File: src/rtl/axis_fifo_pkg.sv
`default_nettype none

package axis_fifo_pkg;

   // Flit field widths
   // 64-bit data bus, one keep bit per byte
   typedef logic [63:0] data_t;
   typedef logic [7:0]  keep_t;

   // Routing side channels
   typedef logic [3:0]  id_t;
   typedef logic [3:0]  dest_t;

   // User side channel, carries the poison flag
   typedef logic [1:0]  user_t;

   // One stored beat, 83 bits
   // Same layout in the buffer and on both streams
   typedef struct packed {
      data_t data;
      keep_t keep;
      id_t   id;
      dest_t dest;
      user_t user;
      logic  last;
   } flit_t;

   // tuser bit that poisons the whole packet
   localparam int ERROR_BIT = 0;

   // Per-packet admission state
   // Idle between packets, store while buffering,
   // discard the tail of a dropped packet
   typedef enum logic [1:0] {
      ST_IDLE,
      ST_STORE,
      ST_DISCARD
   } admit_state_t;

endpackage

`default_nettype wire

File: src/rtl/axis_packet_fifo.sv
`default_nettype none

module axis_packet_fifo #(
   parameter int DEPTH_LOG2 = 4
) (
   input  logic                  aclk,
   input  logic                  aresetn,

   // Input stream
   input  axis_fifo_pkg::flit_t  in_flit,
   input  logic                  in_valid,
   output logic                  in_ready,

   // Output stream
   output axis_fifo_pkg::flit_t  out_flit,
   output logic                  out_valid,
   input  logic                  out_ready,

   // One pulse per dropped packet
   output logic                  packet_dropped
);

   import axis_fifo_pkg::*;

   // Buffer slot index
   typedef logic [DEPTH_LOG2-1:0] addr_t;

   // Admission to pointers and RAM
   logic  wr_en;
   logic  commit;
   logic  rollback;

   // Pointer status
   logic  full;
   logic  empty;

   // Read side
   logic  fetch;
   addr_t wr_addr;
   addr_t rd_addr;
   flit_t rd_flit;

   // Write-side control, owns in_ready
   packet_admit_fsm u_admit (
      .aclk     (aclk),
      .aresetn  (aresetn),
      .in_valid (in_valid),
      .in_flit  (in_flit),
      .full     (full),
      .ready    (in_ready),
      .wr_en    (wr_en),
      .commit   (commit),
      .rollback (rollback),
      .dropped  (packet_dropped)
   );

   // Speculative, committed and read pointers
   fifo_pointers #(
      .DEPTH_LOG2 (DEPTH_LOG2)
   ) u_pointers (
      .aclk     (aclk),
      .aresetn  (aresetn),
      .wr_en    (wr_en),
      .commit   (commit),
      .rollback (rollback),
      .fetch    (fetch),
      .wr_addr  (wr_addr),
      .rd_addr  (rd_addr),
      .full     (full),
      .empty    (empty)
   );

   // Flit storage
   packet_ram #(
      .DEPTH_LOG2 (DEPTH_LOG2)
   ) u_ram (
      .aclk    (aclk),
      .wr_en   (wr_en),
      .wr_addr (wr_addr),
      .wr_flit (in_flit),
      .rd_addr (rd_addr),
      .rd_flit (rd_flit)
   );

   // Registered slice toward the consumer
   output_stage u_out (
      .aclk      (aclk),
      .aresetn   (aresetn),
      .empty     (empty),
      .rd_flit   (rd_flit),
      .fetch     (fetch),
      .out_flit  (out_flit),
      .out_valid (out_valid),
      .out_ready (out_ready)
   );

endmodule

`default_nettype wire

File: src/rtl/fifo_pointers.sv
`default_nettype none

module fifo_pointers #(
   parameter int DEPTH_LOG2 = 4
) (
   input  logic                  aclk,
   input  logic                  aresetn,
   input  logic                  wr_en,
   input  logic                  commit,
   input  logic                  rollback,
   input  logic                  fetch,
   output logic [DEPTH_LOG2-1:0] wr_addr,
   output logic [DEPTH_LOG2-1:0] rd_addr,
   output logic                  full,
   output logic                  empty
);

   // Extra top bit tells a full buffer from an empty one
   typedef logic [DEPTH_LOG2:0] ptr_t;

   // Leading pointer, moves with every stored flit
   ptr_t wr_spec;
   // Lagging pointer, end of the last whole packet
   ptr_t wr_commit;
   // Next flit for the output slice
   ptr_t rd_ptr;

   ptr_t wr_spec_next;
   ptr_t rd_ptr_next;

   assign wr_spec_next = wr_spec + 1'b1;
   assign rd_ptr_next  = rd_ptr + 1'b1;

   // Read pointer, one step per fetch
   always_ff @(posedge aclk) begin
      if (!aresetn) begin
         rd_ptr <= '0;
      end else if (fetch) begin
         rd_ptr <= rd_ptr_next;
      end
   end

   // Speculative write pointer
   always_ff @(posedge aclk) begin
      if (!aresetn) begin
         wr_spec <= '0;
      end else if (rollback) begin
         // Back to the end of the last committed packet
         wr_spec <= wr_commit;
      end else if (wr_en) begin
         wr_spec <= wr_spec_next;
      end
   end

   // Committed write pointer
   always_ff @(posedge aclk) begin
      if (!aresetn) begin
         wr_commit <= '0;
      end else if (commit) begin
         // Include the tail flit written on this edge
         if (wr_en) begin
            wr_commit <= wr_spec_next;
         end else begin
            wr_commit <= wr_spec;
         end
      end
   end

   // RAM addresses drop the wrap bit
   assign wr_addr = wr_spec[DEPTH_LOG2-1:0];
   assign rd_addr = rd_ptr[DEPTH_LOG2-1:0];

   // Write side sees every buffered flit, committed or not
   assign full = (wr_spec[DEPTH_LOG2-1:0] == rd_ptr[DEPTH_LOG2-1:0])
              && (wr_spec[DEPTH_LOG2] != rd_ptr[DEPTH_LOG2]);

   // Read side sees only whole packets
   assign empty = (wr_commit == rd_ptr);

endmodule

`default_nettype wire

File: src/rtl/output_stage.sv
`default_nettype none

module output_stage (
   input  logic                  aclk,
   input  logic                  aresetn,
   input  logic                  empty,
   input  axis_fifo_pkg::flit_t  rd_flit,
   output logic                  fetch,
   output axis_fifo_pkg::flit_t  out_flit,
   output logic                  out_valid,
   input  logic                  out_ready
);

   logic xfer;

   // Current beat leaves on this edge
   assign xfer = out_valid && out_ready;

   // Refill when the slot is free or being freed
   // Gives one flit per cycle in steady state
   assign fetch = !empty && (!out_valid || xfer);

   // Valid bit of the slice
   always_ff @(posedge aclk) begin
      if (!aresetn) begin
         out_valid <= 1'b0;
      end else if (fetch) begin
         out_valid <= 1'b1;
      end else if (xfer) begin
         // Drained with nothing behind it
         out_valid <= 1'b0;
      end
   end

   // Payload register
   // Only loads on fetch, so it holds under back-pressure
   always_ff @(posedge aclk) begin
      if (fetch) begin
         out_flit <= rd_flit;
      end
   end

endmodule

`default_nettype wire

File: src/rtl/packet_admit_fsm.sv
`default_nettype none

module packet_admit_fsm (
   input  logic                  aclk,
   input  logic                  aresetn,
   input  logic                  in_valid,
   input  axis_fifo_pkg::flit_t  in_flit,
   input  logic                  full,
   output logic                  ready,
   output logic                  wr_en,
   output logic                  commit,
   output logic                  rollback,
   output logic                  dropped
);

   import axis_fifo_pkg::*;

   admit_state_t state;
   admit_state_t state_next;
   logic         accept;
   logic         poisoned;
   logic         drop_now;

   // Input never stalls, ready only held low in reset
   always_ff @(posedge aclk) begin
      if (!aresetn) begin
         ready <= 1'b0;
      end else begin
         ready <= 1'b1;
      end
   end

   // Beat handshake on the input stream
   assign accept   = in_valid && ready;
   assign poisoned = in_flit.user[ERROR_BIT];

   // Admission decision per accepted flit
   always_comb begin
      state_next = state;
      wr_en      = 1'b0;
      commit     = 1'b0;
      rollback   = 1'b0;
      drop_now   = 1'b0;
      if (accept) begin
         case (state)
            ST_IDLE, ST_STORE: begin
               if (poisoned || full) begin
                  // Throw away what is buffered of this packet
                  rollback   = 1'b1;
                  drop_now   = 1'b1;
                  state_next = in_flit.last ? ST_IDLE : ST_DISCARD;
               end else begin
                  wr_en = 1'b1;
                  // Tail write makes the packet visible
                  commit     = in_flit.last;
                  state_next = in_flit.last ? ST_IDLE : ST_STORE;
               end
            end
            ST_DISCARD: begin
               // Swallow the rest up to tlast
               if (in_flit.last) begin
                  state_next = ST_IDLE;
               end
            end
            default: state_next = ST_IDLE;
         endcase
      end
   end

   // State and one-cycle drop pulse
   always_ff @(posedge aclk) begin
      if (!aresetn) begin
         state   <= ST_IDLE;
         dropped <= 1'b0;
      end else begin
         state   <= state_next;
         dropped <= drop_now;
      end
   end

endmodule

`default_nettype wire

File: src/rtl/packet_ram.sv
`default_nettype none

module packet_ram #(
   parameter int DEPTH_LOG2 = 4
) (
   input  logic                  aclk,
   input  logic                  wr_en,
   input  logic [DEPTH_LOG2-1:0] wr_addr,
   input  axis_fifo_pkg::flit_t  wr_flit,
   input  logic [DEPTH_LOG2-1:0] rd_addr,
   output axis_fifo_pkg::flit_t  rd_flit
);

   import axis_fifo_pkg::*;

   localparam int DEPTH = 2 ** DEPTH_LOG2;

   // Whole flit per entry, side channels included
   flit_t mem [DEPTH];

   // Synchronous write port
   always_ff @(posedge aclk) begin
      if (wr_en) begin
         mem[wr_addr] <= wr_flit;
      end
   end

   // Asynchronous read, maps to LUT RAM
   assign rd_flit = mem[rd_addr];

endmodule

`default_nettype wire

File: config.mk
export PLATFORM = sky130hd
export DESIGN_NAME = axis_packet_fifo
export DESIGN_NICKNAME = d
export VERILOG_FILES = /design/src/rtl/axis_fifo_pkg.sv /design/src/rtl/axis_packet_fifo.sv /design/src/rtl/fifo_pointers.sv /design/src/rtl/output_stage.sv /design/src/rtl/packet_admit_fsm.sv /design/src/rtl/packet_ram.sv
export SDC_FILE = /design/constraint.sdc
export NUM_CORES = 1
export LEC_CHECK = 0
export BUFFER_PORTS_ARGS = -buffer_cell sky130_fd_sc_hd__buf_2
export CORE_MARGIN = 10
export CORE_UTILIZATION = 30
export DETAILED_ROUTE_END_ITERATION = 10
export GPL_ROUTABILITY_DRIVEN = 0
export HOLD_SLACK_MARGIN = 0.03
export MAX_ROUTING_LAYER = met4
export SLEW_MARGIN = 30
export SYNTH_ARGS = -nofsm -noshare
export SYNTH_HDL_FRONTEND = slang
export SYNTH_HIERARCHICAL = 1
export SYNTH_SLANG_ARGS = --single-unit
File: constraint.sdc
create_clock -name aclk -period 10.3 [get_ports aclk]
set_input_delay 0.515 -clock aclk [delete_from_list [all_inputs] [get_ports aclk]]
set_output_delay 0.515 -clock aclk [all_outputs]
set_load 0.01 [all_outputs]
Word level (Yosys, flattened, before mapping)
Memories as Yosys holds them, arrays and structs flattened. A register that Yosys moved wholly into a read port is not among the register bits.
Index checks and enable logic that the tools add are counted.
W data, S select, Z words.
{"block": "classes", "reduce_logical": 12, "eq_ne": 6, "addsub": 2, "muxes": 21}
{"op": "$mux W1", "n": 15}
{"op": "$add A5 B1 Y5 const B", "n": 2}
{"op": "$mux W5", "n": 2}
{"op": "$mux W2", "n": 3}
{"op": "$eq A5 B5 Y1", "n": 1}
{"op": "$eq A4 B4 Y1", "n": 1}
{"op": "$logic_and A1 B1 Y1", "n": 4}
{"op": "$pmux W2 S2", "n": 1}
{"op": "$eq A2 B1 Y1 const B", "n": 1}
{"op": "$eq A2 B2 Y1 const B", "n": 1}
{"op": "$logic_not A1 Y1", "n": 2}
{"op": "$logic_not A2 Y1", "n": 1}
{"op": "$logic_or A1 B1 Y1", "n": 2}
{"op": "$ne A2 B2 Y1 const B", "n": 1}
{"op": "$reduce_and A2 Y1", "n": 1}
{"op": "$reduce_bool A2 Y1", "n": 1}
{"op": "$reduce_or A2 Y1", "n": 1}
{"op": "$ne A1 B1 Y1", "n": 1}
{"block": "totals", "n_memories": 1, "register_bits": 20, "mem_bits_rw": 1328, "input_bits": 87, "word_cells": 49}
{"memory": "u_ram.mem", "words": 16, "word_bits": 83, "rd": 1, "rd_ports_with_merged_regs": 1, "write_ports": 1, "line_no": "packet_ram.sv:19", "source": "flit_t mem [DEPTH];"}

Logic depth before layout (Yosys ltp)
Gate-level depths: netlist of run 1.
{"block": "logic_depth", "ltp_word": 8, "depth_mapped": 8}

By module
The synthesis of run 1 kept the hierarchy.
{"mod": "packet_ram", "cells_per_inst": 2046, "n_inst": 1, "area_per_inst_um2": 49646.4}
{"mod": "output_stage", "cells_per_inst": 87, "n_inst": 1, "area_per_inst_um2": 2536.2}
{"mod": "fifo_pointers", "cells_per_inst": 86, "n_inst": 1, "area_per_inst_um2": 785.8}
{"mod": "packet_admit_fsm", "cells_per_inst": 19, "n_inst": 1, "area_per_inst_um2": 180.2}

Worst setup path after synthesis of run 1
Ideal clock, no wire load.
{"block": "synth_path", "kind": "register to register", "from": "register u_pointers.rd_ptr[2]", "to": "memory u_ram/mem[0][0] in the netlist's numbering, enable pin", "path_stages_with_launch": 7, "synth_period_minus_slack_ps": 8065, "arrival_time_ps": 7439, "setup_slack_ps": 2235, "setup_time_ps": 626, "path_cell_list": "dfxtp_1 -> clkbuf_2 -> xor2_1 -> nor3_2 -> nor3_1 -> or3b_1 -> nor3_1"}
{"block": "synth_between", "elab_chain_cells": 8}
{"item": "from (decl)", "line_no": "fifo_pointers.sv:26", "source": "ptr_t rd_ptr;"}
{"item": "from (signal assigned)", "line_no": "fifo_pointers.sv:39", "source": "rd_ptr <= rd_ptr_next;"}
{"item": "$eq A4 B4 Y1", "line_no": "fifo_pointers.sv:74", "source": "assign full = (wr_spec[DEPTH_LOG2-1:0] == rd_ptr[DEPTH_LOG2-1:0])"}
{"item": "$logic_and A1 B1 Y1", "line_no": "fifo_pointers.sv:75", "source": "&& (wr_spec[DEPTH_LOG2] != rd_ptr[DEPTH_LOG2]);"}
{"item": "named net full", "line_no": "axis_packet_fifo.sv:34", "source": "logic full;"}
{"item": "$logic_or A1 B1 Y1", "line_no": "packet_admit_fsm.sv:47", "source": "if (poisoned || full) begin"}
{"item": "$mux W1", "line_no": "packet_admit_fsm.sv:47"}
{"item": "$mux W1", "line_no": "packet_admit_fsm.sv:45", "source": "case (state)"}
{"item": "$mux W1", "line_no": "packet_admit_fsm.sv:44", "source": "if (accept) begin"}
{"item": "named net wr_en", "line_no": "axis_packet_fifo.sv:29", "source": "logic wr_en;"}
{"item": "$mux W1", "line_no": "packet_ram.sv:23", "source": "if (wr_en) begin"}
{"item": "$mux W1 (not written as such)", "line_no": "packet_ram.sv:24", "source": "mem[wr_addr] <= wr_flit;"}
{"item": "to (decl)", "line_no": "packet_ram.sv:19"}
The timed path passes the listed nets, and every way through them passes these cells.

Worst setup path after layout of run 1
{"block": "layout_path", "from": "register u_pointers.rd_ptr[1]", "to": "memory u_ram/mem[15][45] in the netlist's numbering, enable pin"}
Same word-level chain as after synthesis.

==> results of run 1 <==
## routing by layer
| layer | GRT usage (%) | vias to the layer above | routed length (um) |
|---|---|---|---|
| li1 | - | 10100 | - |
| met1 | 15.6 | 13000 | 49300 |
| met2 | 22.3 | 598 | 65700 |
| met3 | 2.33 | 196 | 5640 |
| met4 | 3.19 | 0 | 2610 |
| met5 | - | - | 0 |
## flip-flops by register name, indices dropped and copies added, names as in the netlist
register,cells
u_admit/dropped,1
u_pointers/wr_commit,5
u_out/out_valid,1
u_admit/state,2
u_out/out_flit,83
u_pointers/wr_spec,5
u_pointers/rd_ptr,5
u_admit/ready,1
u_ram/mem,1328
## repair_timing
action                                 CTS  global route
endpoints found under the hold margin    1             0
hold buffers                             1             0
setup endpoints to repair                0             0
## through the flow
stage	util, %	cells	hold WS, ns
3_3_place_gp	32.3	4681	0.472
4_1_cts	35.0	4951	0.0348
6_report	35.1	4960	0.0905
5_1_grt	35.1	4960	0.0779
2_1_floorplan	-	2238	0.451
3_5_place_dp	32.4	4687	0.478
## how the worst max path moves through the flow
stage	from	to	cells after the start
CTS	u_pointers/rd_ptr[1]	u_ram/mem[15][70]	9
global route	u_pointers/rd_ptr[1]	u_ram/mem[15][70]	9
finish	u_pointers/rd_ptr[1]	u_ram/mem[15][45]	9
detailed placement	u_pointers/rd_ptr[1]	u_ram/mem[15][56]	9
global placement	u_pointers/rd_ptr[1]	u_ram/mem[3][29]	8
floorplan	u_pointers/rd_ptr[2]	u_ram/mem[0][0]	6
## power breakdown
group          switching [mW]  leakage, nW  internal [mW]
combinational            1.21         3.71           1.00
sequential              0.119         12.9           6.68
clock                    2.16         2.24           2.94
total                    3.49         18.9           10.6
## final cells by class
type	count	area share [%]
diodes	4	0.0162
clock buffers	181	6.30
clock inverters	82	1.18
inverters	1	0.00608
multi-input cells	685	15.9
flip-flops and latches	1431	69.3
well taps	2340	4.74
repair buffers	236	2.53
## kinds of logic (layout without fill, tap and decap cells)
| group | Yosys count | after routing | share of synthesized area [%] |
|---|---|---|---|
| fa+ha+maj | 2 | 2 | 0.0471 |
| xor+xnor | 18 | 18 | 0.297 |
| simple gates | 145 | 145 | 1.21 |
| compound gates | 186 | 186 | 2.59 |
| mux | 334 | 334 | 14.1 |
| flops | 1431 | 1431 | 80.5 |
| other cells | 0 | 4 | 0 |
| buf+inv | 122 | 500 | 1.27 |
## Yosys cell counts
| cell type | n | share of area [%] |
|---|---|---|
| inv_1 | 1 | 0.0071 |
| buf_6 | 15 | 0.32 |
| o211a_1 | 3 | 0.057 |
| nor4b_1 | 1 | 0.016 |
| or4_1 | 1 | 0.014 |
| buf_1 | 13 | 0.092 |
| nand4_1 | 4 | 0.047 |
| xnor2_1 | 9 | 0.15 |
| nor2_1 | 15 | 0.11 |
| nor3_2 | 1 | 0.019 |
| nand3_1 | 4 | 0.038 |
| a21boi_2 | 1 | 0.021 |
| a22oi_1 | 166 | 2.3 |
| mux2i_1 | 2 | 0.038 |
| o21ai_0 | 8 | 0.075 |
| nand3b_1 | 3 | 0.042 |
| buf_4 | 19 | 0.27 |
| and2_1 | 8 | 0.094 |
| nand2_1 | 92 | 0.65 |
| clkbuf_2 | 1 | 0.0094 |
| o32ai_1 | 1 | 0.016 |
| xor2_1 | 9 | 0.15 |
| nor3_1 | 6 | 0.057 |
| a21oi_1 | 6 | 0.057 |
| or3b_1 | 1 | 0.016 |
| nand2b_1 | 4 | 0.047 |
| nor3b_1 | 1 | 0.014 |
| ha_1 | 2 | 0.047 |
| nor2b_1 | 4 | 0.047 |
| edfxtp_1 | 1411 | 80 |
| mux4_2 | 332 | 14 |
| o22ai_2 | 1 | 0.024 |
| clkbuf_1 | 46 | 0.32 |
| dfxtp_1 | 20 | 0.75 |
| buf_2 | 27 | 0.25 |
==> run metrics, run 1 <==
Initial DRC Count 2027; Crit path max-delay family simple AND/OR/NAND/NOR gates; mapped cell area 53100 um2; Num CTS Buffers 147; core area 176000 um2; post-synthesis register bit count 1431; Hold Path Sink u_admit/ready; Resize count post-CTS 0; critical path class reg -> reg; total power draw 14.1 mW; Post-DP Area 57000 um2; Slew Limit Headroom 31.7%; most frequent CP cell buf_4; FF-to-FF setup slack 5.92 ns; Unique masters post-synth 35; Nets 2591; Starting Density 30.2%; gr ovfl total 0; share of cells above drive strength 1 30.4%; dpl ws 5.79 ns; VDD IR max 144 uV; f_max 0.228 GHz; WHS Path Cells 1; die area 194000 um2; Setup Viol. Count Final 0; Area Growth Syn to Fin 16.2%; vias in the first global route 24900; Clock Latency Late Sink 0.77 ns; io pins 173; worst setup margin 5.92 ns; final setup TNS 0 ns; Worst path slowest cell dfxtp_4; largest net degree at the start of global routing 142; Clk Tree Root Cell clkbuf_16; pwr/cell area 229 nW/um2; Maximum Capacitance Violations 0; WL final 123000 um; type of the worst min-delay path in -> reg; CTS H-Tree Depth 4; RSZ-0062 raised after global routing false; post-DR vias/cell 4.83; commonest non-fill, non-tap cell in the layout edfxtp_1; via count 24000; # clock sinks 1431; Least-Margin Pin Slew 1.02 ns; Data arrival, critical path 4.75 ns; min-delay src aresetn; syn nets 2327; share of the clock period used by the worst path 42.5%; Routed wire per std cell 24.9 um; max-slew violations 0; syn avg cell area 23.7 um2; GRT Total Usage 12.9%; Mapped Cells 2238; design area 61700 um2; most frequent cells in the layout edfxtp_1 (1411), mux4_2 (332), buf_2 (172); Post-CTS Setup Bufs 0; die height 441 um; multi-input logic area 9840 um2; crit path cell chain xnor2_1, nand3_1, nor3_2, nor3_1, buf_4, nand3_1, nor2_4, buf_4, buf_4; die width 441 um; outcome complete, no violations; peak per-stage delay on the critical path 0.81 ns; Routed Antenna Nets 0; first-pass GRT wire length 180000 um; Worst R2R Start u_pointers/rd_ptr[1]; Final min period 4.38 ns; Clock Skew 0.0353 ns; deepest clock path buffer count 3; cells on worst reg2reg path 9; Register Area 42800 um2; DRC 0; Filler cells 16100; RR Endpoint u_ram/mem[15][45]; Yosys warnings 6; critical path startpoint category register; nature of the critical path endpoint register; maximum fanout along the worst path 44; Fin. Hold Viols 0; Seq/Total Area, Yosys 80.5%; clock tree from TritonCTS built; Post-DP HPWL 69300 um; Lkg Pwr 18.9 nW; Core Rows 154; Req. time, crit path 10.67 ns; clk slew on worst S/H paths 0.06 ns; initial antenna violation count 28; CP bufs+invs 3; I/O Buffers 172; TritonRoute pass-1 iters 5
(Power assumes the default switching activity.)
==> inputs of run 2 (changes only) <==
==> constraint.sdc (replaced) <==
create_clock -name aclk -period 3.7 [get_ports aclk]
set_input_delay 0.185 -clock aclk [delete_from_list [all_inputs] [get_ports aclk]]
set_output_delay 0.185 -clock aclk [all_outputs]
set_load 0.01 [all_outputs]
==> run metrics, run 2 (synthesis results as in run 1) <==
outcome complete, no violations (unchanged); vias in the first global route 25700 (was 24900); # clock sinks 1431 (unchanged); share of the clock period used by the worst path 81.2% (was 42.5%); crit path cell chain xor2_1, nor3_2, nor3_4, or3b_4, nor3_4, buf_4 (was xnor2_1, nand3_1, nor3_2, nor3_1, buf_4, nand3_1, nor2_4, buf_4, buf_4); CP bufs+invs 1 (was 3); initial antenna violation count 15 (was 28); total power draw 39.3 mW (was 14.1 mW); deepest clock path buffer count 3 (unchanged); critical path class reg -> reg (unchanged); die height 441 um (unchanged); Setup Viol. Count Final 0 (unchanged); clock tree from TritonCTS built (unchanged); clk slew on worst S/H paths 0.07 ns (was 0.06 ns); critical path startpoint category register (unchanged); gr ovfl total 0 (unchanged); I/O Buffers 172 (unchanged); Area Growth Syn to Fin 18.6% (was 16.2%); RSZ-0062 raised after global routing false (unchanged); Lkg Pwr 19.3 nW (was 18.9 nW); die width 441 um (unchanged); Num CTS Buffers 140 (was 147); share of cells above drive strength 1 29.8% (was 30.4%); Fin. Hold Viols 0 (unchanged); Post-CTS Setup Bufs 0 (unchanged); type of the worst min-delay path in -> reg (unchanged); FF-to-FF setup slack 0.70 ns (was 5.92 ns); DRC 0 (unchanged); Most flops, register u_ram/mem (unchanged); Largest register FFs 1328 (unchanged); Post-DP HPWL 69500 um (was 69300 um); core area 176000 um2 (unchanged); Resize count post-CTS 0 (unchanged); commonest non-fill, non-tap cell in the layout edfxtp_1 (unchanged); Routed Antenna Nets 0 (unchanged); VDD IR max 451 uV (was 144 uV); maximum fanout along the worst path 36 (was 44); Clk Tree Root Cell clkbuf_16 (unchanged); nature of the critical path endpoint register (unchanged); pwr/cell area 624 nW/um2 (was 229 nW/um2); WL final 124000 um (was 123000 um); Req. time, crit path 4.10 ns (was 10.67 ns); Register Area 42800 um2 (about the same); max-slew violations 0 (unchanged); multi-input logic area 9880 um2 (was 9840 um2); most frequent CP cell nor3_4 (was buf_4); Least-Margin Pin Slew 0.947 ns (was 1.02 ns); Crit path max-delay family simple AND/OR/NAND/NOR gates (unchanged); peak per-stage delay on the critical path 0.59 ns (was 0.81 ns); Final min period 3.00 ns (was 4.38 ns); Clock Skew 0.0343 ns (was 0.0353 ns); largest registers u_ram/mem x1328, u_out/out_flit x83 (unchanged); design area 63000 um2 (was 61700 um2); Core Util, Final 35.8% (was 35.1%); CTS H-Tree Depth 4 (unchanged); Post-DP Area 57500 um2 (was 57000 um2); most frequent cells in the layout edfxtp_1 (1411), mux4_2 (332), buf_2 (172) (unchanged); f_max 0.333 GHz (was 0.228 GHz); Clock Latency Late Sink 0.79 ns (was 0.77 ns); first-pass GRT wire length 182000 um (was 180000 um); Data arrival, critical path 3.41 ns (was 4.75 ns); largest net degree at the start of global routing 154 (was 142); Starting Density 30.2% (unchanged); Routed wire per std cell 24.6 um (was 24.9 um); Filler cells 16200 (was 16100); Nets 2676 (was 2591); post-DR vias/cell 4.81 (was 4.83); via count 24300 (was 24000); Worst path slowest cell dfxtp_1 (was dfxtp_4); Maximum Capacitance Violations 0 (unchanged); Core Rows 154 (unchanged); Initial DRC Count 2192 (was 2027); die area 194000 um2 (unchanged); Slew Limit Headroom 36.9% (was 31.7%); TritonRoute pass-1 iters 5 (unchanged); io pins 173 (unchanged); GRT Total Usage 13.0% (was 12.9%)
## run 2: cell count changes in the layout (fill, tap and decap cells not counted), sizes merged
cell and change:
dlygate4sd3 +88, clkbuf -23, clkinv +17, buf +4, bufinv +3, clkinvlp -3, diode +3
## run 2: routing by layer
| metal | vias to the layer above | GRT usage [%] | part of all wire (%) |
|---|---|---|---|
| met4 | 0 | 3.57 | 2.2 |
| met1 | 13100 | 16.4 | 41 |
| met2 | 684 | 21.8 | 52 |
| met3 | 173 | 2.14 | 4.9 |
| met5 | - | - | 0 |
| li1 | 10300 | - | - |
## run 2: power breakdown
part / switching, mW / internal [mW] / total [mW]
Clock: 6.19 / 7.97 / 14.2
Combinational: 3.36 / 2.90 / 6.25
Sequential: 0.328 / 18.6 / 18.9
## run 2: area by class of cell
cell class                 instances  share of cell area [%]
antenna                            7                  0.0278
clock buffer                     158                    5.66
clock inverter                    99                    1.62
inverter                           1                 0.00595
multi-input combinational        685                    15.7
sequential                      1431                    67.9
tap                             2340                    4.64
timing repair buffer             328                    4.51
## run 2: worst paths after layout
check                                              from                      end  cells past startpoint
worst max register to register     u_pointers/rd_ptr[3]         u_ram/mem[0][54]                      6
worst min-delay path                            aresetn            u_admit/ready                      2
worst min register to register  u_pointers/wr_commit[1]  u_pointers/wr_commit[1]                      1
worst max-delay path               u_pointers/rd_ptr[3]         u_ram/mem[0][54]                      6
## run 2: what timing repair did
item	CTS	global route
endpoints found under the hold margin	1348	0
hold buffers	89	0
setup endpoints to repair	0	0
## run 2: metrics by stage
stage | worst slack (ns) | instances | hold slack, ns | TNS (ns)
after floorplan | -0.369 | 2238 | 0.213 | -298.19
after global placement | 0.757 | 4693 | 0.471 | 0
after detailed placement | 0.720 | 4693 | 0.475 | 0
after CTS | 0.664 | 5039 | 0.285 | 0
after global routing | 0.479 | 5048 | 0.352 | 0
final | 0.696 | 5049 | 0.334 | 0
